`src/hdl/id_pkg.sv`:
```
/*
 Decode stage shared definitions: widths, opcode and unit operation
 encodings, and the slot structures passed between fetch, decode and rename
*/
`default_nettype none

package id_pkg;

   // Machine widths
   localparam int issue_w = 2;
   localparam int cnt_w   = 2;
   localparam int insn_w  = 32;
   localparam int dw      = 32;
   localparam int pc_w    = 30;
   localparam int lrf_aw  = 5;

   // Long-latency unit options for this build
   localparam bit enable_mul = 1'b1;
   localparam bit enable_div = 1'b0;

   // Primary opcode, bits 5..0
   typedef enum logic [5:0] {
      OP_ADD     = 6'h01,
      OP_SUB     = 6'h02,
      OP_AND     = 6'h03,
      OP_OR      = 6'h04,
      OP_XOR     = 6'h05,
      OP_ADDI    = 6'h06,
      OP_MUL     = 6'h07,
      OP_DIV     = 6'h08,
      OP_LDW     = 6'h09,
      OP_STW     = 6'h0a,
      OP_BEQ     = 6'h0b,
      OP_JAL     = 6'h0c,
      OP_SYSCALL = 6'h0d,
      OP_ERET    = 6'h0e
   } opcode_e;

   typedef enum logic [2:0] {ALU_NONE, ALU_ADD, ALU_SUB, ALU_AND, ALU_OR, ALU_XOR} alu_op_e;
   typedef enum logic [1:0] {LPU_NONE, LPU_MUL, LPU_DIV} lpu_op_e;
   typedef enum logic [2:0] {
      EPU_NONE, EPU_SYSCALL, EPU_ERET, EPU_EXC_FETCH, EPU_EXC_ILLEGAL, EPU_IRQ
   } epu_op_e;
   typedef enum logic [1:0] {BRU_NONE, BRU_BEQ, BRU_JAL} bru_op_e;
   typedef enum logic [1:0] {LSU_NONE, LSU_LDW, LSU_STW} lsu_op_e;

   // One slot as presented by the fetch queue
   typedef struct packed {
      logic              valid;
      logic [insn_w-1:0] ins;
      logic [pc_w-1:0]   pc;
      logic              exc;
   } fnt_slot_t;

   // Decoder result for one slot
   typedef struct packed {
      alu_op_e           alu_op;
      lpu_op_e           lpu_op;
      epu_op_e           epu_op;
      bru_op_e           bru_op;
      lsu_op_e           lsu_op;
      logic [dw-1:0]     imm;
      logic [lrf_aw-1:0] lrs1;
      logic              lrs1_re;
      logic [lrf_aw-1:0] lrs2;
      logic              lrs2_re;
      logic [lrf_aw-1:0] lrd;
      logic              lrd_we;
   } dec_slot_t;

   // Registered slot toward rename
   typedef struct packed {
      logic            valid;
      logic [pc_w-1:0] pc;
      dec_slot_t       dec;
   } rn_slot_t;

endpackage

`default_nettype wire

```
`src/hdl/id_dec.sv`:
```
/*
 Single-slot instruction decoder. Maps the opcode to one functional unit
 operation and its operands, then folds in interrupt and exceptions
*/
`timescale 1ns/100ps
`default_nettype none

module id_dec
(
   input  id_pkg::fnt_slot_t slot,
   input  logic              irq_async,
   output id_pkg::dec_slot_t dec
);
   import id_pkg::*;

   opcode_e           opc;
   logic              illegal;
   logic              take_exc;
   logic [lrf_aw-1:0] f_rd;
   logic [lrf_aw-1:0] f_rs1;
   logic [lrf_aw-1:0] f_rs2;
   logic [dw-1:0]     imm16_sx;
   logic [dw-1:0]     imm26_sx;

   // Fixed instruction fields
   assign opc   = opcode_e'(slot.ins[5:0]);
   assign f_rd  = slot.ins[10:6];
   assign f_rs1 = slot.ins[15:11];
   assign f_rs2 = slot.ins[20:16];

   assign imm16_sx = {{(dw-16){slot.ins[31]}}, slot.ins[31:16]};
   assign imm26_sx = {{(dw-26){slot.ins[31]}}, slot.ins[31:6]};

   always_comb
   begin
      dec.alu_op  = ALU_NONE;
      dec.lpu_op  = LPU_NONE;
      dec.epu_op  = EPU_NONE;
      dec.bru_op  = BRU_NONE;
      dec.lsu_op  = LSU_NONE;
      dec.imm     = '0;
      dec.lrs1    = f_rs1;
      dec.lrs1_re = 1'b0;
      dec.lrs2    = f_rs2;
      dec.lrs2_re = 1'b0;
      dec.lrd     = f_rd;
      dec.lrd_we  = 1'b0;
      illegal     = 1'b0;

      // Operand format
      case (opc)
         OP_ADD, OP_SUB, OP_AND, OP_OR, OP_XOR, OP_MUL, OP_DIV:
         begin
            dec.lrs1_re = 1'b1;
            dec.lrs2_re = 1'b1;
            dec.lrd_we  = 1'b1;
         end
         OP_ADDI, OP_LDW:
         begin
            dec.lrs1_re = 1'b1;
            dec.lrd_we  = 1'b1;
            dec.imm     = imm16_sx;
         end
         // Second source sits in the rd field
         OP_STW, OP_BEQ:
         begin
            dec.lrs1_re = 1'b1;
            dec.lrs2    = f_rd;
            dec.lrs2_re = 1'b1;
            dec.imm     = imm16_sx;
         end
         OP_JAL:
         begin
            dec.lrd    = lrf_aw'(1);
            dec.lrd_we = 1'b1;
            dec.imm    = imm26_sx;
         end
         OP_SYSCALL, OP_ERET:
         begin
            dec.imm = '0;
         end
         default:
         begin
            illegal = 1'b1;
         end
      endcase

      // Unit operation
      case (opc)
         OP_ADD, OP_ADDI: dec.alu_op = ALU_ADD;
         OP_SUB:          dec.alu_op = ALU_SUB;
         OP_AND:          dec.alu_op = ALU_AND;
         OP_OR:           dec.alu_op = ALU_OR;
         OP_XOR:          dec.alu_op = ALU_XOR;
         OP_MUL:
         begin
            if (enable_mul)
               dec.lpu_op = LPU_MUL;
            else
               illegal = 1'b1;
         end
         OP_DIV:
         begin
            if (enable_div)
               dec.lpu_op = LPU_DIV;
            else
               illegal = 1'b1;
         end
         OP_LDW:          dec.lsu_op = LSU_LDW;
         OP_STW:          dec.lsu_op = LSU_STW;
         OP_BEQ:          dec.bru_op = BRU_BEQ;
         OP_JAL:          dec.bru_op = BRU_JAL;
         OP_SYSCALL:      dec.epu_op = EPU_SYSCALL;
         OP_ERET:         dec.epu_op = EPU_ERET;
         default:         dec.epu_op = EPU_NONE;
      endcase

      // r0 is hardwired, never written
      if (dec.lrd == '0)
         dec.lrd_we = 1'b0;

      // Interrupt first, then fetch fault, then illegal opcode
      take_exc = irq_async | slot.exc | illegal;
      if (take_exc | ~slot.valid)
      begin
         dec.alu_op  = ALU_NONE;
         dec.lpu_op  = LPU_NONE;
         dec.bru_op  = BRU_NONE;
         dec.lsu_op  = LSU_NONE;
         dec.lrs1_re = 1'b0;
         dec.lrs2_re = 1'b0;
         dec.lrd_we  = 1'b0;
         if (~slot.valid)
            dec.epu_op = EPU_NONE;
         else if (irq_async)
            dec.epu_op = EPU_IRQ;
         else if (slot.exc)
            dec.epu_op = EPU_EXC_FETCH;
         else
            dec.epu_op = EPU_EXC_ILLEGAL;
      end
   end

endmodule

`default_nettype wire

```
`src/hdl/id_pipe_reg.sv`:
```
/*
 Decode to rename stage register. Valid bits reset and clear on flush,
 payload loads whenever rename is not stalling
*/
`timescale 1ns/100ps
`default_nettype none

module id_pipe_reg
(
   input  logic                                           clk,
   input  logic                                           rst_n,
   input  logic                                           flush,
   input  logic                                           stall,
   input  logic [id_pkg::issue_w-1:0]                     valid_in,
   input  logic [id_pkg::issue_w-1:0][id_pkg::pc_w-1:0]   pc_in,
   input  id_pkg::dec_slot_t [id_pkg::issue_w-1:0]        dec_in,
   output id_pkg::rn_slot_t [id_pkg::issue_w-1:0]         rn
);
   import id_pkg::*;

   logic [issue_w-1:0]           valid_q;
   logic [issue_w-1:0][pc_w-1:0] pc_q;
   dec_slot_t [issue_w-1:0]      dec_q;

   // Flush wins over stall
   always_ff @(posedge clk)
   begin
      if (!rst_n)
         valid_q <= '0;
      else if (flush)
         valid_q <= '0;
      else if (!stall)
         valid_q <= valid_in;
   end

   always_ff @(posedge clk)
   begin
      if (!stall)
      begin
         pc_q  <= pc_in;
         dec_q <= dec_in;
      end
   end

   always_comb
   begin
      for (int i = 0; i < issue_w; i++)
      begin
         rn[i].valid = valid_q[i];
         rn[i].pc    = pc_q[i];
         rn[i].dec   = dec_q[i];
      end
   end

endmodule

`default_nettype wire

```
`src/hdl/id_stage.sv`:
```
/*
 Two-wide decode stage. One decoder per slot, consumed count back to the
 fetch queue, and the stage register toward rename
*/
`timescale 1ns/100ps
`default_nettype none

module id_stage
(
   input  logic                                    clk,
   input  logic                                    rst_n,
   input  logic                                    flush,
   input  logic                                    rn_stall_req,
   input  logic                                    irq_async,
   input  id_pkg::fnt_slot_t [id_pkg::issue_w-1:0] fnt,
   output logic [id_pkg::cnt_w-1:0]                id_pop_cnt,
   output id_pkg::rn_slot_t [id_pkg::issue_w-1:0]  rn
);
   import id_pkg::*;

   logic [issue_w-1:0]           fnt_valid;
   logic [issue_w-1:0][pc_w-1:0] fnt_pc;
   dec_slot_t [issue_w-1:0]      dec;

   genvar i;

   generate
      for (i = 0; i < issue_w; i++)
      begin : gen_dec
         // Interrupt is taken ahead of the oldest slot only
         id_dec u_dec
         (
            .slot      (fnt[i]),
            .irq_async ((i == 0) ? irq_async : 1'b0),
            .dec       (dec[i])
         );

         assign fnt_valid[i] = fnt[i].valid;
         assign fnt_pc[i]    = fnt[i].pc;
      end
   endgenerate

   // Slots consumed this cycle, none while rename stalls
   always_comb
   begin
      id_pop_cnt = '0;
      for (int k = 0; k < issue_w; k++)
      begin
         id_pop_cnt = id_pop_cnt + cnt_w'(fnt_valid[k] & ~rn_stall_req);
      end
   end

   id_pipe_reg u_pipe_reg
   (
      .clk      (clk),
      .rst_n    (rst_n),
      .flush    (flush),
      .stall    (rn_stall_req),
      .valid_in (fnt_valid),
      .pc_in    (fnt_pc),
      .dec_in   (dec),
      .rn       (rn)
   );

endmodule

`default_nettype wire

```
`config.mk`:
```
export PLATFORM = sky130hd
export DESIGN_NAME = id_stage
export DESIGN_NICKNAME = d
export VERILOG_FILES = /design/src/hdl/id_pkg.sv /design/src/hdl/id_dec.sv /design/src/hdl/id_pipe_reg.sv /design/src/hdl/id_stage.sv
export SDC_FILE = /design/constraint.sdc
export NUM_CORES = 1
export LEC_CHECK = 0
export BUFFER_PORTS_ARGS = -buffer_cell sky130_fd_sc_hd__buf_2
export CAP_MARGIN = 10
export CORE_UTILIZATION = 48
export DETAILED_ROUTE_END_ITERATION = 8
export GPL_TIMING_DRIVEN = 1
export PLACE_DENSITY = 0.83
export SYNTH_ARGS = -nofsm -noshare
export SYNTH_HDL_FRONTEND = slang
export SYNTH_SLANG_ARGS = --single-unit
```
`constraint.sdc`:
```
create_clock -name clk -period 5.1 [get_ports clk]
set_input_delay 0.255 -clock clk [delete_from_list [all_inputs] [get_ports clk]]
set_output_delay 0.255 -clock clk [all_outputs]
set_load 0.02 [all_outputs]
```
==> flow_metrics.tcl <==
set metrics [dict create \
    status "complete, no violations" \
    r2r-end "u_pipe_reg.valid_q[1]" \
    worst_pin_slew_ns 1.125 \
    grt_overflow 0 \
    slew_violations 0 \
    routed_wl_um 20560 \
    min_from "fnt[84]" \
    hold-path-endpoint "u_pipe_reg.rn[174]" \
    grt_pass1_wl_um 30820 \
    synth-seq-cells 172 \
    pin_count 321 \
    synth_edf_count 170 \
    htree_num_levels 4 \
    start_util 0.4996 \
    crit_type "input port to flip-flop" \
    multi_input_area_sq_um 1853 \
    critPathTopFamily "simple AND/OR/NAND/NOR gates" \
    drive_above_1_share 0.4350 \
    setup_viol 0 \
    die_w_um 125.9 \
    cts.reportedPaths.clkPinSlew_ns 0.07 \
    finalPower_uw 3479 \
    cts_sinks 172 \
    netlist_area_sq_um 7371 \
    reg2reg_slack_ns 4.50 \
    cts_setup_buffers 0 \
    r2r_cells 2 \
    p_per_area_nw_per_um2 348.7 \
    gp_congestion 0.9029 \
    min_period_ns 1.853 \
    grt_pass1_vias 5569 \
    r2r_start "u_pipe_reg.valid_q[1]" \
    root_buffer "clkbuf_16" \
    final_cells 1046 \
    numCtsBuffers 17 \
    hold_violations 0 \
    yosysUniqueCellTypes 51 \
    crit_fanout 29 \
    antenna_found_initial 0 \
    fmax_mhz 539.7 \
    rsz0062_at_grt "no" \
    regArea_sq_um 5145 \
    drtIter0Drc 571 \
    synth.most_common_cell "edfxtp_1" \
    synth.area.top_cells "edfxtp_1 (69%), nand3_1 (6.0%), nand4_1 (2.9%)" \
    timing.setup.tns_ns 0 \
    wire_per_inst_um 19.66 \
    die_area_sq_um 15860 \
    maxSlewHeadroom 0.2498 \
    crit_slowest_cell "and4bb_1" \
    cp_cell_sequence "buf_2, and4bb_1, nand2_1, and2_1" \
    drv_cap 0 \
    grt_max_degree 74 \
    nNetsFinal 983 \
    synthArstFlopShare 0 \
    hold_depth 1 \
    start_kind "input port" \
    crit_required_ns 5.29 \
    clock_skew_ns 0 \
    max_stage_delay_ns 1.00 \
    vdd_drop_max_uv 222.5 \
    drtPass1Iterations 5 \
    die_h_um 125.9 \
    arrival_ns 2.04 \
    synth_common_cells "edfxtp_1 (170), nand3_1 (89), nand4_1 (34)" \
    synth.avg_cell_area_sq_um 14.40 \
    synth.yosys.seq_area_share 0.6980 \
    synth_top_area_frac 0.6926 \
    synth_cells 512 \
    rows 44 \
    synth_warnings 0 \
    n_antenna_cell 0 \
    postRouteAntennaNets 0 \
    portBuffers 318 \
    clock_path_buffers 2 \
    clock_latency_ns 0.42 \
    crit_path_end_kind "flip-flop" \
    core-area_sq_um 14750 \
    dp.cells 963 \
    synth_area_leader_cell "edfxtp_1" \
    place_hpwl_um 13260 \
    grt_usage 0.2566 \
    viasPerCell 5.650 \
    num_vias 5910 \
    path_buf_inv 1 \
    drc 0 \
    nFillCells 1028 \
    finalCritPeriodShare 0.3633 \
    leakage_uw 0.004060 \
    syn2layout_area_growth_pct 35.36 \
    cts_tree "yes" \
    synth_flop_cell "edfxtp_1" \
    worst_hold_path_type "input port to flip-flop" \
]
worst register-to-register path: cells and delay by family (launching register included):
family | cells | cell delay [ns]
flops | 1 | 0.31
simple gates | 1 | 0.05
compound gates | 1 | 0.14
metrics by stage:
step	cell area, sq um	hold slack (ns)	util	setup slack [ns]
after floorplan	7375	0.3539	-	1.045
after global placement	8881	0.4314	0.6019	2.986
after detailed placement	8881	0.4332	0.6019	2.883
after CTS	9957	0.00009268	0.6749	3.338
after global routing	9977	0.005805	0.6762	3.139
final	9977	0.01155	0.6762	3.247
cell families (layout without fill, tap and decap cells):
kind of cell               after synthesis  in the layout  share of synthesized area
other                                    1              2                  0.0005088
AOI/OAI and AO/OA                       56             56                    0.06264
DFF                                    172            172                     0.6980
muxes                                   10             10                    0.01782
adders and majority gates                1              1                   0.001697
xor gates and xnor gates                 3              3                   0.003565
buffers and inverters                   64            413                    0.05143
and+or+nand+nor                        205            205                     0.1643
where the power goes:
group / leakage, uW / internal (uW) / switching [uW]
Clock: 0.000282 / 732 / 563
Sequential: 0.00166 / 1660 / 31.7
Combinational: 0.00212 / 163 / 326
what timing repair did:
action,in CTS,in global routing
hold buffers,49,2
hold endpoints to repair,49,2
resized for setup,0,0
state kept, by name, indices dropped and copies added, names as in the netlist:
signal	flops
u_pipe_reg.rn	170
u_pipe_reg.valid_q	2
how the worst max path moves through the flow:
| stage | depth (start not counted) | endpoint | start |
|---|---|---|---|
| 2_1_floorplan | 1 | u_pipe_reg.rn[0] | rn_stall_req |
| 3_3_place_gp | 4 | u_pipe_reg.rn[4] | fnt[32] |
| 3_5_place_dp | 4 | u_pipe_reg.rn[95] | fnt[98] |
| 4_1_cts | 4 | u_pipe_reg.rn[95] | fnt[98] |
| 5_1_grt | 4 | u_pipe_reg.rn[96] | fnt[98] |
| 6_report | 4 | u_pipe_reg.rn[97] | fnt[98] |
layout make-up:
| type | instances | share of cell area |
|---|---|---|
| Clock buffer | 18 | 0.04301 |
| Clock inverter | 14 | 0.01568 |
| Inverter | 9 | 0.003888 |
| Multi-Input combinational cell | 277 | 0.1857 |
| Sequential cell | 172 | 0.5157 |
| Tap cell | 184 | 0.02308 |
| Timing Repair Buffer | 372 | 0.2129 |
layout by cell type (no fill, tap or decap), types with 6 or more instances in the layout:
cell / Yosys / final
nand2b_1: 6 / 6
a21oi_1: 8 / 8
clkbuf_16: 0 / 17
dlygate4sd3_1: 0 / 51
nor2b_1: 9 / 8
nand3_1: 89 / 89
edfxtp_1: 170 / 170
buf_2: 21 / 318
nand2_1: 19 / 19
inv_1: 9 / 8
o211ai_1: 16 / 16
nand4_1: 34 / 34
nor3_1: 8 / 8
o2111ai_1: 15 / 15
and2_1: 9 / 9
inv_6: 0 / 7
metal layers:
| metal | vias to the layer above | global-route usage | routed length [um] |
|---|---|---|---|
| met1 | 2803 | 0.3119 | 7710 |
| met2 | 375 | 0.4397 | 10390 |
| met3 | 55 | 0.06202 | 1828 |
| met5 | - | 0 | 0 |
| li1 | 2677 | - | - |
| met4 | 0 | 0.1035 | 632 |
Power figures use the tool's default switching activity.
